File: src/ooo_params_pkg.sv
package ooo_params_pkg;

    // Data path width of the integer core
    parameter int xlen = 32;

    // Physical register space seen by the back end
    // Tag 0 is the hardwired zero register
    parameter int preg_count = 64;

    // Tag width follows from the register count
    parameter int preg_w = $clog2(preg_count);

    // Immediate field as delivered by rename, sign extended in the execution unit
    parameter int imm_w = 12;

endpackage : ooo_params_pkg

File: src/ooo_types_pkg.sv
package ooo_types_pkg;

    import ooo_params_pkg::*;

    // Operation codes understood by the execution unit
    // Everything except op_mul completes in the one-cycle ALU
    typedef enum logic [2:0] {
        op_add  = 3'd0,
        op_sub  = 3'd1,
        op_and  = 3'd2,
        op_xor  = 3'd3,
        op_addi = 3'd4,
        op_mul  = 3'd5
    } op_e;

    // One renamed operation as handed over by the rename stage
    // Ready flags say the source value already sits in the register file
    typedef struct packed {
        op_e               op;
        logic [preg_w-1:0] src1;
        logic              src1_ready;
        logic [preg_w-1:0] src2;
        logic              src2_ready;
        // Immediate replaces source 2 when set
        logic              use_imm;
        logic [imm_w-1:0]  imm;
        logic [preg_w-1:0] dest;
    } dispatch_t;

    // Common data bus broadcast
    // Writes the register file and wakes waiting entries
    typedef struct packed {
        logic              valid;
        logic [preg_w-1:0] tag;
        logic [xlen-1:0]   data;
    } cdb_t;

endpackage : ooo_types_pkg

File: src/issue_if.sv
`timescale 1ns/1ps

// Issued operation from the reservation station to the execution unit
// No back-pressure, the CDB slot is reserved before issue
interface issue_if
    import ooo_params_pkg::*, ooo_types_pkg::*;
();
    logic              valid;
    op_e               op;
    logic [preg_w-1:0] src1;
    logic [preg_w-1:0] src2;
    logic              use_imm;
    logic [imm_w-1:0]  imm;
    logic [preg_w-1:0] dest;

    // Station side registers every field
    modport reservation_station (
        output valid, op, src1, src2, use_imm, imm, dest
    );

    // Execution side consumes the operation in the cycle after issue
    modport exec_unit (
        input valid, op, src1, src2, use_imm, imm, dest
    );

endinterface : issue_if

File: src/exec_unit.sv
`timescale 1ns/1ps

module exec_unit
    import ooo_params_pkg::*, ooo_types_pkg::*;
#(
    parameter int mul_latency = 3
) (
    input  logic              clk,
    input  logic              rst,
    issue_if.exec_unit        iss,
    output logic [preg_w-1:0] rd1_tag,
    output logic [preg_w-1:0] rd2_tag,
    input  logic [xlen-1:0]   rd1_data,
    input  logic [xlen-1:0]   rd2_data,
    output cdb_t              cdb
);

    localparam int half = xlen / 2;
    localparam int last = mul_latency - 2;

    logic [xlen-1:0]   imm_ext;
    logic [xlen-1:0]   opa;
    logic [xlen-1:0]   opb;
    logic [xlen-1:0]   alu_result;
    logic              alu_done;
    logic              mul_start;
    logic [xlen-1:0]   pp_lo;
    logic [half-1:0]   pp_hi;

    // Multiplier stages, valid bit is control, tag and partial products are payload
    logic [last:0]     mul_v;
    logic [preg_w-1:0] mul_tag [mul_latency-1];
    logic [xlen-1:0]   mul_lo  [mul_latency-1];
    logic [half-1:0]   mul_hi  [mul_latency-1];

    // CDB register
    logic              cdb_valid_q;
    logic [preg_w-1:0] cdb_tag_q;
    logic [xlen-1:0]   cdb_data_q;

    // Operand fetch from the register file
    assign rd1_tag = iss.src1;
    assign rd2_tag = iss.src2;
    assign imm_ext = {{(xlen - imm_w){iss.imm[imm_w-1]}}, iss.imm};
    assign opa     = rd1_data;
    assign opb     = iss.use_imm ? imm_ext : rd2_data;

    assign alu_done  = iss.valid && (iss.op != op_mul);
    assign mul_start = iss.valid && (iss.op == op_mul);

    always_comb begin
        case (iss.op)
            op_add, op_addi: alu_result = opa + opb;
            op_sub:          alu_result = opa - opb;
            op_and:          alu_result = opa & opb;
            op_xor:          alu_result = opa ^ opb;
            default:         alu_result = '0;
        endcase
    end

    // Low word of the product split in two partial products
    // Upper half term only reaches bits above half
    assign pp_lo = opa * opb[half-1:0];
    assign pp_hi = opa[half-1:0] * opb[xlen-1:half];

    always_ff @(posedge clk) begin
        if (rst) begin
            mul_v <= '0;
        end else begin
            mul_v[0] <= mul_start;
            for (int s = 1; s <= last; s++) begin
                mul_v[s] <= mul_v[s-1];
            end
        end
    end

    always_ff @(posedge clk) begin
        mul_tag[0] <= iss.dest;
        mul_lo[0]  <= pp_lo;
        mul_hi[0]  <= pp_hi;
        for (int s = 1; s <= last; s++) begin
            mul_tag[s] <= mul_tag[s-1];
            mul_lo[s]  <= mul_lo[s-1];
            mul_hi[s]  <= mul_hi[s-1];
        end
    end

    // Result broadcast, one source per cycle by construction of the issue schedule
    always_ff @(posedge clk) begin
        if (rst) begin
            cdb_valid_q <= 1'b0;
        end else begin
            cdb_valid_q <= alu_done || mul_v[last];
        end
    end

    always_ff @(posedge clk) begin
        if (alu_done) begin
            cdb_tag_q  <= iss.dest;
            cdb_data_q <= alu_result;
        end else if (mul_v[last]) begin
            cdb_tag_q  <= mul_tag[last];
            cdb_data_q <= mul_lo[last] + {mul_hi[last], {half{1'b0}}};
        end
    end

    assign cdb = '{valid: cdb_valid_q, tag: cdb_tag_q, data: cdb_data_q};

    // Slot reservation in the station keeps the two completion paths apart
    a_one_completion: assert property (@(posedge clk) disable iff (rst)
        !(alu_done && mul_v[last]));

endmodule : exec_unit

File: src/flat_wrapper.sv
// flat-port wrapper written by rule: the top's interface ports become plain ports
module exec_unit_flat import ooo_params_pkg::*, ooo_types_pkg::*;
#(
    parameter int mul_latency = 3
)
  (clk, rst, rd1_tag, rd2_tag, rd1_data, rd2_data, cdb, iss_valid, iss_op, iss_src1, iss_src2, iss_use_imm, iss_imm, iss_dest);
  issue_if iss_i ();
  input  logic clk;
  input  logic rst;
  output logic [preg_w-1:0] rd1_tag;
  output logic [preg_w-1:0] rd2_tag;
  input  logic [xlen-1:0] rd1_data;
  input  logic [xlen-1:0] rd2_data;
  output cdb_t cdb;
  input wire logic [$bits(iss_i.valid)-1:0] iss_valid;
  input wire logic [$bits(iss_i.op)-1:0] iss_op;
  input wire logic [$bits(iss_i.src1)-1:0] iss_src1;
  input wire logic [$bits(iss_i.src2)-1:0] iss_src2;
  input wire logic [$bits(iss_i.use_imm)-1:0] iss_use_imm;
  input wire logic [$bits(iss_i.imm)-1:0] iss_imm;
  input wire logic [$bits(iss_i.dest)-1:0] iss_dest;
  assign iss_i.valid = iss_valid;
  assign iss_i.op = iss_op;
  assign iss_i.src1 = iss_src1;
  assign iss_i.src2 = iss_src2;
  assign iss_i.use_imm = iss_use_imm;
  assign iss_i.imm = iss_imm;
  assign iss_i.dest = iss_dest;
  exec_unit #(.mul_latency(mul_latency)) u_core (.clk(clk), .rst(rst), .iss(iss_i), .rd1_tag(rd1_tag), .rd2_tag(rd2_tag), .rd1_data(rd1_data), .rd2_data(rd2_data), .cdb(cdb));
endmodule
File: config.mk
export PLATFORM = sky130hd
export DESIGN_NAME = exec_unit_flat
export DESIGN_NICKNAME = d
export VERILOG_FILES = /design/src/ooo_params_pkg.sv /design/src/ooo_types_pkg.sv /design/src/issue_if.sv /design/src/exec_unit.sv /design/src/flat_wrapper.sv
export SDC_FILE = /design/constraint.sdc
export NUM_CORES = 2
export LEC_CHECK = 0
export ABC_AREA = 1
export BUFFER_PORTS_ARGS = -buffer_cell sky130_fd_sc_hd__buf_2
export CAP_MARGIN = 20
export CORE_MARGIN = 1
export CORE_UTILIZATION = 60
export DETAILED_ROUTE_END_ITERATION = 8
export GPL_ROUTABILITY_DRIVEN = 0
export PLACE_DENSITY = 0.81
export RECOVER_POWER = 50
export SLEW_MARGIN = 30
export SYNTH_ARGS = -nofsm -noshare
export SYNTH_HDL_FRONTEND = slang
export SYNTH_SLANG_ARGS = --single-unit
export TNS_END_PERCENT = 1
File: constraint.sdc
create_clock -name clk -period 7.9 [get_ports clk]
set_input_delay 0.79 -clock clk [delete_from_list [all_inputs] [get_ports clk]]
set_output_delay 0.79 -clock clk [all_outputs]
set_load 0.03 [all_outputs]
==> flow_summary.ini <==
[sta]
finalCritPeriodShare = 0.933
fin_crit_ns = 7.37
drv_slew = 0
worstMarginPinSlew_ns = 1.38
max_freq_mhz = 136
tns_ns = 0
fin_skew_ns = 0.00974
hold_violations = 0
grt_setup_unrepaired = no
finalSetupViolations = 0
relSlewSlack = 0.0828

[die]
row_count = 72
initial_core_util = 0.614
dieArea_um2 = 40600
die_height_um = 202
io_pins = 152
die_x_um = 202
core_um2 = 38900

[global_routing]
grt_pass1_wl_um = 121000
grt-ovfl-total = 0
grt_use_total = 0.394
grt_max_degree = 37
antenna_found_initial = 5
grt_pass1_vias = 22677

[clock_tree]
cts_tree = yes
path_clk_slew_ns = 0.06
cts_buffer_depth = 2
cts_made_buffers = 17
clock_sink_count = 149
insertion_delay_ns = 0.45
postCtsHoldBufs = 0
cts_resized = 0
cts-root-buf = clkbuf_16
htreeDepth = 4
cts_setup_buffers = 0

[route]
post-route-drc-count = 0
wirelength_um = 77800
drt_iter0_markers = 2604
met2RoutedLength_um = 32500
highest_layer = met5
avgViaCountPerCell = 5.88
met1_length_um = 26000
firstDrtPassIters = 8
met3_length_um = 12900
antenna_left = 0
vias = 21656
wl_per_cell_um = 21.1

[layout]
num-nets-final = 3831
drive_gt1_frac = 0.0632
regArea_um2 = 3360
fin_cells = 3684
multiInputGateArea_um2 = 17600
syn_to_final_growth_pct = 6.36
nFillCells = 3248

[critical_path]
cp.required_ns = 8.24
slowest_delay_ns = 0.85
crit_path_top_delay_cell = clkbuf_1
end_kind = register
arrival_ns = 7.71
critical_path_class = in -> reg
cp-start-kind = primary input
worstPathMaxFanout = 19
path_cells = clkbuf_1 > clkinv_1 > clkbuf_1 > nor2_1 > ha_1 > ha_1 > inv_1 > fa_1 > fa_1 > inv_1 > fa_1 > fa_1 > ha_1 > nand2_1 > nor2_1 > nand3_1 > nand3_1 > a21boi_0 > o21ai_0 > nand2_1 > o21bai_1 > inv_1 > nand2_1 > nand2_1

[worst_hold_path]
hp-class = reg -> reg

[outcome]
status = completed

[synthesis]
ys.flop_type = dfxtp_1
synth-seq-cells = 149
ys_types = 50
synth_cells = 3084
synth_area_leaders = fa_1 (32%), nand2_1 (11%), ha_1 (10%)
synth_top_area_cell = fa_1
syn_area_per_cell_um2 = 7.74
syn_area_um2 = 23900
synth_top_area_frac = 0.324
async_flop_share = 0
yosysMostFrequentCell = nand2_1
synth_commonest_cells = nand2_1 (726), inv_1 (624), fa_1 (386), nor2_1 (335), ha_1 (193)
syn-num-nets = 3764
yosysSeqAreaShare = 0.141
synth_edf_count = 38
synth_warnings = 0

[place]
hpwlAfterDp_um = 62300
port_buffers = 127
dpl.cell_count = 3650

[run]
drv_cap = 0
==> layout make-up <==
| cell class | instances | area share |
|---|---|---|
| clock inverter | 14 | 0.00566 |
| inverter | 642 | 0.0950 |
| timing repair buffer | 161 | 0.0325 |
| tap | 518 | 0.0255 |
| multi-input combinational | 2180 | 0.691 |
| sequential | 149 | 0.132 |
| antenna | 2 | 0.000197 |
| clock buffer | 18 | 0.0173 |
==> path summary, 6_finish.rpt <==
kind	start	end	slack, ns	cells after the start
hold / removal	u_core.mul_hi[0][0]$_DFF_P_	u_core.mul_hi[0][16]$_DFF_P_	0.33	0
setup / recovery	rd1_data[0]	u_core.mul_lo[0][31]$_DFF_P_	0.53	24
hold reg to reg	u_core.mul_hi[0][0]$_DFF_P_	u_core.mul_hi[0][16]$_DFF_P_	0.33	0
setup reg to reg	u_core.mul_hi[0][18]$_DFF_P_	u_core.cdb_data_q[25]$_DFFE_PP_	5.50	13
==> critical path: cells and delay by family <==
| kind | cells | cell delay [ns] |
|---|---|---|
| AO/OA/AOI/OAI | 3 | 0.80 |
| adder cells (fa/ha/maj) | 7 | 2.51 |
| buffers and inverters | 6 | 2.50 |
| AND/OR/NAND/NOR | 8 | 1.10 |
==> per-stage QoR <==
step	hold WS (ns)	area, µm²	setup WS, ns	utilization
after CTS	0.327	25500	0.777	0.654
after detailed placement	0.312	24900	0.309	0.639
after floorplan	0.310	23900	1.29	-
after global routing	0.331	25400	0.170	0.653
final	0.326	25400	0.530	0.653
after global placement	0.310	24900	0.522	0.639
==> per-layer routing <==
metal  up-vias  track usage
li1       9413            -
met1     10109        0.459
met2      1658        0.582
met3       472        0.166
met4         4        0.284
met5         -       0.0179
==> cells in the final DEF, fill, tap and decap left out, types with 67 or more instances in the layout <==
master   Yosys  layout
a21oi_1    114     114
buf_2        9      80
dfxtp_1    111     111
fa_1       386     386
ha_1       193     193
inv_1      624     624
nand2_1    726     726
nand3_1     84      84
nor2_1     335     335
o21ai_0     71      71
xor2_1      67      67
==> flip-flops by register name, indices dropped and copies added (netlist names) <==
signal              cells
u_core.mul_hi          32
u_core.mul_v            2
u_core.mul_tag         12
u_core.cdb_data_q      32
u_core.cdb_valid_q      1
u_core.cdb_tag_q        6
u_core.mul_lo          64
==> cell families (layout without fill, tap and decap cells) <==
group | after synthesis | after routing | synth area share
DFF | 149 | 149 | 0.141
other | 0 | 2 | 0
adders and majority gates | 579 | 579 | 0.425
buffers and inverters | 755 | 835 | 0.125
and+or+nand+nor | 1224 | 1224 | 0.206
xor gates and xnor gates | 97 | 97 | 0.0356
AOI/OAI and AO/OA | 280 | 280 | 0.0682
Power is left out: the tool's default activity adds up to more than one toggle a clock period on the data nets, which glitch-free logic cannot reach.
