===== config.mk =====
export PLATFORM = sky130hd
export DESIGN_NAME = reservation_station_flat
export DESIGN_NICKNAME = d
export VERILOG_FILES = /design/src/ooo_params_pkg.sv /design/src/ooo_types_pkg.sv /design/src/issue_if.sv /design/src/reservation_station.sv /design/src/flat_wrapper.sv
export SDC_FILE = /design/constraint.sdc
export NUM_CORES = 1
export LEC_CHECK = 0
export BUFFER_PORTS_ARGS = -buffer_cell sky130_fd_sc_hd__buf_2
export CORE_MARGIN = 2
export CORE_UTILIZATION = 60
export DETAILED_ROUTE_END_ITERATION = 12
export PLACE_DENSITY = 0.89
export SYNTH_ARGS = -nofsm -noshare
export SYNTH_HDL_FRONTEND = slang
export SYNTH_SLANG_ARGS = --single-unit

===== constraint.sdc =====
create_clock -name clk -period 5.3 [get_ports clk]
set_input_delay 0 -clock clk [delete_from_list [all_inputs] [get_ports clk]]
set_output_delay 0 -clock clk [all_outputs]
set_load 0.05 [all_outputs]

===== src/ooo_params_pkg.sv =====
package ooo_params_pkg;

    // Data path width of the integer core
    parameter int xlen = 32;

    // Physical register space seen by the back end
    // Tag 0 is the hardwired zero register
    parameter int preg_count = 64;

    // Tag width follows from the register count
    parameter int preg_w = $clog2(preg_count);

    // Immediate field as delivered by rename, sign extended in the execution unit
    parameter int imm_w = 12;

endpackage : ooo_params_pkg


===== src/ooo_types_pkg.sv =====
package ooo_types_pkg;

    import ooo_params_pkg::*;

    // Operation codes understood by the execution unit
    // Everything except op_mul completes in the one-cycle ALU
    typedef enum logic [2:0] {
        op_add  = 3'd0,
        op_sub  = 3'd1,
        op_and  = 3'd2,
        op_xor  = 3'd3,
        op_addi = 3'd4,
        op_mul  = 3'd5
    } op_e;

    // One renamed operation as handed over by the rename stage
    // Ready flags say the source value already sits in the register file
    typedef struct packed {
        op_e               op;
        logic [preg_w-1:0] src1;
        logic              src1_ready;
        logic [preg_w-1:0] src2;
        logic              src2_ready;
        // Immediate replaces source 2 when set
        logic              use_imm;
        logic [imm_w-1:0]  imm;
        logic [preg_w-1:0] dest;
    } dispatch_t;

    // Common data bus broadcast
    // Writes the register file and wakes waiting entries
    typedef struct packed {
        logic              valid;
        logic [preg_w-1:0] tag;
        logic [xlen-1:0]   data;
    } cdb_t;

endpackage : ooo_types_pkg


===== src/issue_if.sv =====
`timescale 1ns/1ps

// Issued operation from the reservation station to the execution unit
// No back-pressure, the CDB slot is reserved before issue
interface issue_if
    import ooo_params_pkg::*, ooo_types_pkg::*;
();
    logic              valid;
    op_e               op;
    logic [preg_w-1:0] src1;
    logic [preg_w-1:0] src2;
    logic              use_imm;
    logic [imm_w-1:0]  imm;
    logic [preg_w-1:0] dest;

    // Station side registers every field
    modport reservation_station (
        output valid, op, src1, src2, use_imm, imm, dest
    );

    // Execution side consumes the operation in the cycle after issue
    modport exec_unit (
        input valid, op, src1, src2, use_imm, imm, dest
    );

endinterface : issue_if


===== src/reservation_station.sv =====
`timescale 1ns/1ps

module reservation_station
    import ooo_params_pkg::*, ooo_types_pkg::*;
#(
    parameter int rs_depth    = 8,
    parameter int mul_latency = 3
) (
    input  logic                        clk,
    input  logic                        rst,
    input  logic                        disp_valid,
    input  dispatch_t                   disp,
    input  cdb_t                        cdb,
    output logic                        disp_ready,
    issue_if.reservation_station        iss
);

    localparam int idx_w = $clog2(rs_depth);
    localparam int cnt_w = $clog2(rs_depth + 1);

    // Entry table, valid bits are control state, payload has no reset
    logic [rs_depth-1:0]    ent_valid;
    dispatch_t              ent [rs_depth];

    // CDB slot reservations, bit j covers the load at the (j+2)th upcoming edge
    // Only multiplies reserve, ALU ops check bit 0 before issue
    logic [mul_latency-2:0] slot_resv;

    logic [cnt_w-1:0]       occupied;
    logic                   accept;
    logic                   free_found;
    logic [idx_w-1:0]       free_idx;
    logic                   sel_found;
    logic [idx_w-1:0]       sel_idx;
    logic                   sel_is_mul;
    dispatch_t              disp_woken;

    // Occupancy count drives the full flag
    always_comb begin
        occupied = '0;
        for (int i = 0; i < rs_depth; i++) begin
            occupied = occupied + cnt_w'(ent_valid[i]);
        end
    end

    assign disp_ready = (occupied != cnt_w'(rs_depth));
    assign accept     = disp_valid && disp_ready;

    // Lowest free slot takes the incoming operation
    always_comb begin
        free_found = 1'b0;
        free_idx   = '0;
        for (int i = rs_depth - 1; i >= 0; i--) begin
            if (!ent_valid[i]) begin
                free_found = 1'b1;
                free_idx   = idx_w'(i);
            end
        end
    end

    // Incoming operation also snoops the CDB in its acceptance cycle
    always_comb begin
        disp_woken = disp;
        if (cdb.valid && cdb.tag == disp.src1) begin
            disp_woken.src1_ready = 1'b1;
        end
        if (cdb.valid && cdb.tag == disp.src2) begin
            disp_woken.src2_ready = 1'b1;
        end
    end

    // Oldest-index select among ready entries with a free CDB slot
    // A multiply lands beyond every existing reservation, so it is always slot free
    always_comb begin
        sel_found = 1'b0;
        sel_idx   = '0;
        for (int i = rs_depth - 1; i >= 0; i--) begin
            if (ent_valid[i] && ent[i].src1_ready && ent[i].src2_ready &&
                (ent[i].op == op_mul || !slot_resv[0])) begin
                sel_found = 1'b1;
                sel_idx   = idx_w'(i);
            end
        end
    end

    assign sel_is_mul = (ent[sel_idx].op == op_mul);

    // Control state
    always_ff @(posedge clk) begin
        if (rst) begin
            ent_valid <= '0;
            slot_resv <= '0;
            iss.valid <= 1'b0;
        end else begin
            iss.valid <= sel_found;
            // Age reservations by one edge, then claim the multiply's landing slot
            slot_resv <= slot_resv >> 1;
            if (sel_found && sel_is_mul) begin
                slot_resv[mul_latency-2] <= 1'b1;
            end
            if (sel_found) begin
                ent_valid[sel_idx] <= 1'b0;
            end
            // Free slot is never the selected one, both updates can coexist
            if (accept) begin
                ent_valid[free_idx] <= 1'b1;
            end
        end
    end

    // Payload and wakeup
    always_ff @(posedge clk) begin
        for (int i = 0; i < rs_depth; i++) begin
            if (cdb.valid && ent[i].src1 == cdb.tag) begin
                ent[i].src1_ready <= 1'b1;
            end
            if (cdb.valid && ent[i].src2 == cdb.tag) begin
                ent[i].src2_ready <= 1'b1;
            end
        end
        if (accept) begin
            ent[free_idx] <= disp_woken;
        end
        if (sel_found) begin
            iss.op      <= ent[sel_idx].op;
            iss.src1    <= ent[sel_idx].src1;
            iss.src2    <= ent[sel_idx].src2;
            iss.use_imm <= ent[sel_idx].use_imm;
            iss.imm     <= ent[sel_idx].imm;
            iss.dest    <= ent[sel_idx].dest;
        end
    end

    // Occupancy grows by one per acceptance and shrinks by one per issue
    // An acceptance into a live entry would break the count
    a_accept_has_room: assert property (@(posedge clk) disable iff (rst)
        1'b1 |=> occupied == $past(occupied) + cnt_w'($past(accept))
                             - cnt_w'($past(sel_found)));

    // An entry still waiting on an operand stays in the table
    for (genvar g = 0; g < rs_depth; g++) begin : g_wait
        a_issue_ready: assert property (@(posedge clk) disable iff (rst)
            (ent_valid[g] && !(ent[g].src1_ready && ent[g].src2_ready))
                |=> ent_valid[g]);
    end

    // An ALU issue mul_latency-1 cycles after a multiply would share its CDB slot
    a_slot_unique: assert property (@(posedge clk) disable iff (rst)
        (iss.valid && iss.op == op_mul) |->
            ##(mul_latency - 1) !(iss.valid && iss.op != op_mul));

endmodule : reservation_station


===== src/flat_wrapper.sv =====
// flat-port wrapper written by rule: the top's interface ports become plain ports
module reservation_station_flat import ooo_params_pkg::*, ooo_types_pkg::*;
#(
    parameter int rs_depth    = 8,
    parameter int mul_latency = 3
)
  (clk, rst, disp_valid, disp, cdb, disp_ready, iss_valid, iss_op, iss_src1, iss_src2, iss_use_imm, iss_imm, iss_dest);
  issue_if iss_i ();
  input  logic clk;
  input  logic rst;
  input  logic disp_valid;
  input  dispatch_t disp;
  input  cdb_t cdb;
  output logic disp_ready;
  output wire logic [$bits(iss_i.valid)-1:0] iss_valid;
  output wire logic [$bits(iss_i.op)-1:0] iss_op;
  output wire logic [$bits(iss_i.src1)-1:0] iss_src1;
  output wire logic [$bits(iss_i.src2)-1:0] iss_src2;
  output wire logic [$bits(iss_i.use_imm)-1:0] iss_use_imm;
  output wire logic [$bits(iss_i.imm)-1:0] iss_imm;
  output wire logic [$bits(iss_i.dest)-1:0] iss_dest;
  assign iss_valid = iss_i.valid;
  assign iss_op = iss_i.op;
  assign iss_src1 = iss_i.src1;
  assign iss_src2 = iss_i.src2;
  assign iss_use_imm = iss_i.use_imm;
  assign iss_imm = iss_i.imm;
  assign iss_dest = iss_i.dest;
  reservation_station #(.rs_depth(rs_depth), .mul_latency(mul_latency)) u_core (.clk(clk), .rst(rst), .disp_valid(disp_valid), .disp(disp), .cdb(cdb), .disp_ready(disp_ready), .iss(iss_i));
endmodule

==> results.py <==
metrics = {
    "outcome": {
        "run_status": "finished clean",
    },
    "power": {
        "clock_power_share_pct": 40.7,
        "p_sw_share_pct": 21.8,
        "powerDensity_mw_per_mm2": 354,
        "p_int_uw": 4530,
        "p_switching_uw": 1270,
        "p_leak_uw": 0.00624,
        "comb_power_share_pct": 7.3,
        "seq_power_share_pct": 52.0,
        "peakVddDrop_uv": 273,
    },
    "yosys": {
        "synthArstFlopShare_pct": 0,
        "ys.flop_type": "edfxtp_1",
        "ys_types": 56,
        "synth_edf_count": 306,
        "synth_common_cells": "306 x edfxtp_1, 80 x nand2_1, 76 x mux2i_1",
        "syn_area_mm2": 0.0142,
        "yosys-top-cells-area": "edfxtp_1 65%, mux2i_1 5.4%, dfxtp_1 3.8%",
        "syn_avg_cell_area_um2": 14.9,
        "ys_ff_latch": 333,
        "yosys.area.top_type_share_pct": 64.7,
        "syn-instance-count": 955,
        "seq_area_frac_synth_pct": 68.5,
        "netlist.top_cell.by_area": "edfxtp_1",
        "synth_fp_nets": 1040,
        "synthMostInstantiatedCell": "edfxtp_1",
        "yosysWarnings": 0,
    },
    "final_layout": {
        "area_growth_syn_to_layout_pct": 15.3,
        "multi_input_area_mm2": 0.00414,
        "nNetsFinal": 1164,
        "fill_cells": 1448,
        "drive_above_1_share_pct": 15.3,
        "antennaDiodeCount": 0,
        "seqCellArea_mm2": 0.00973,
    },
    "die": {
        "rows": 56,
        "die_area_mm2": 0.0249,
        "die_w_um": 158,
        "start_util_pct": 60.9,
        "pin_count": 114,
        "core_area_mm2": 0.0233,
        "die_h_um": 158,
    },
    "hold_path": {
        "min_to": "u_core.ent[6][26]",
        "hold_depth": 5,
        "hold_path.class": "input port to flip-flop",
        "worstHoldStart": "cdb[38]",
    },
    "global_route": {
        "grt_pass1_wl_um": 48600,
        "grt_usage_pct": 25.9,
        "grt_pass1_vias": 8784,
        "overflow": 0,
        "antenna_found_initial": 0,
        "grt_max_degree": 49,
    },
    "detailed_routing": {
        "drc_errors": 0,
        "vias": 8639,
        "final_antenna_net_count": 0,
        "viasPerCell": 6.08,
        "drt_iter0_markers": 932,
        "drt_wl_total_um": 31800,
        "first_pass_iters": 5,
        "avgRoutedWirePerCell_um": 22.4,
    },
    "clock_network": {
        "clock-sinks": 333,
        "numCtsBuffers": 31,
        "clockBufferDepth": 3,
        "cts_tree": "yes",
        "clk-insertion-delay-late_ps": 580,
        "path_clk_slew_ps": 70,
        "cts_resized": 0,
        "root_buffer": "clkbuf_16",
        "htreeDepth": 1,
    },
    "sta": {
        "fin_skew_ps": 22.2,
        "slew_headroom_pct": 31.1,
        "timing.fmax_mhz": 211,
        "setup_violations": 0,
        "rsz0062_at_grt": "false",
        "fin_tns_setup_ps": 0,
        "finalCritPeriodShare_pct": 89.4,
        "max_slew.worst_pin.slew_ps": 1030,
        "fin_ws_ps": 561,
        "finalHoldViolCount": 0,
        "slew_violations": 0,
        "period_minus_slack_ps": 4740,
    },
    "worst_setup_path": {
        "worstSetupStartpointType": "flip-flop",
        "reg2reg_depth": 15,
        "r2r-end": "u_core.ent[6][11]",
        "end_kind": "flip-flop",
        "required_ps": 5500,
        "rr_startpoint": "u_core.ent_valid[0]",
        "reg2reg_slack_ps": 560,
        "path_max_fanout": 34,
        "cp_data_arrival_time_ps": 4940,
        "critPathKind": "flip-flop to flip-flop",
    },
    "job": {
        "cap_violations": 0,
    },
    "placement": {
        "dpl_worst_slack_ps": 750,
        "hpwl_um": 18500,
        "port-buffer-count": 81,
        "routabilityCongestion": 0.905,
    },
}
[area by class of cell]
cell class,count,share of cell area (%)
Multi-Input combinational cell,555,25.3
Inverter,21,0.481
Sequential cell,333,59.4
Clock inverter,21,1.75
Timing Repair Buffer,137,5.79
Tap cell,319,2.44
Clock buffer,35,4.83
[cell families after synthesis]
family | count (synthesis) | share of synthesized area [%]
AO/OA/AOI/OAI | 157 | 7.48
XOR/XNOR | 108 | 6.66
adder cells (fa/ha/maj) | 7 | 0.828
buffers and inverters | 67 | 2.48
flip-flops | 333 | 68.5
multiplexers | 107 | 7.82
AND/OR/NAND/NOR | 176 | 6.20
[cell usage in the layout (no fill, tap or decap), types with 3 or more instances in the layout]
cell type / instances
inv_1: 20
o22ai_1: 31
mux2i_1: 76
nand3_1: 9
dfxtp_1: 27
nand2_1: 79
nor4_1: 18
clkbuf_16: 31
o21ai_0: 9
a21oi_2: 3
buf_2: 81
fa_1: 4
ha_1: 3
dlygate4sd3_1: 39
a21oi_1: 52
xor2_1: 54
a211o_1: 31
clkinv_1: 7
edfxtp_1: 306
mux2_1: 22
nand4_1: 20
bufinv_16: 7
clkinv_2: 4
mux2_2: 9
buf_4: 15
nand3b_1: 8
clkbuf_1: 4
a211oi_1: 4
nor2_1: 20
nor3_1: 4
a31oi_1: 3
xnor2_1: 54
a21o_1: 8
[power groups by stage]
stage	clock network, uW	registers [uW]	logic, uW
5_1_grt	2480	3020	453
4_1_cts	2370	3010	420
3_5_place_dp	0	3070	392
6_report	2360	3020	422
3_3_place_gp	0	3070	382
2_1_floorplan	0	3130	195
[through the flow]
stage	power (uW)	hold WS, ps	area, um^2	utilization, %	std cells
after floorplan	3330	98.9	14200	-	955
after global placement	3450	263	14900	63.9	1326
after detailed placement	3460	268	14900	63.9	1326
after CTS	5800	65.2	16400	70.2	1421
after global routing	5960	117	16400	70.2	1421
final	5800	67.6	16400	70.2	1421
[worst max-delay path, cell delays in order, from the launching register on]
cell and delay, ps:
dfxtp_1 440, ha_1 280, inv_1 80, fa_1 430
fa_1 490, inv_1 50, fa_1 390, inv_1 100
fa_1 390, nor4bb_1 150, nand2_1 100, nand4_1 290
a211oi_1 420, nand2_1 200, inv_1 90, buf_4 460
[state kept, by name, indices dropped and copies added (netlist names)]
name,flops
u_core.ent,288
u_core.iss.imm,12
u_core.ent_valid,8
u_core.iss.dest,6
u_core.iss.src1,6
u_core.iss.src2,6
u_core.iss.op,3
u_core.slot_resv,2
u_core.iss.use_imm,1
u_core.iss.valid,1
[worst max-delay path by stage]
stage	endpoint	start	slack, ps	depth (start not counted)
2_1_floorplan	u_core.ent[2][0]	u_core.ent_valid[0]	60	12
3_3_place_gp	u_core.ent[5][18]	u_core.ent_valid[0]	810	15
3_5_place_dp	u_core.ent[5][18]	u_core.ent_valid[0]	750	15
4_1_cts	u_core.ent[6][8]	u_core.ent_valid[0]	630	15
5_1_grt	u_core.ent[4][7]	u_core.ent_valid[0]	340	15
6_report	u_core.ent[6][11]	u_core.ent_valid[0]	560	15
[repair_timing]
item | CTS | global route
endpoints found under the hold margin | 298 | 0
hold buffers | 39 | 0
setup buffers | 0 | 0
[metal layers]
layer	vias to the layer above	track usage (%)	share of wire [%]
met5	-	0	0
met1	4237	34.9	40
met3	67	4.00	8.4
li1	3868	-	-
met2	467	42.8	49
met4	0	10.1	2.8
Note: power is estimated with default switching activity, not from simulation.
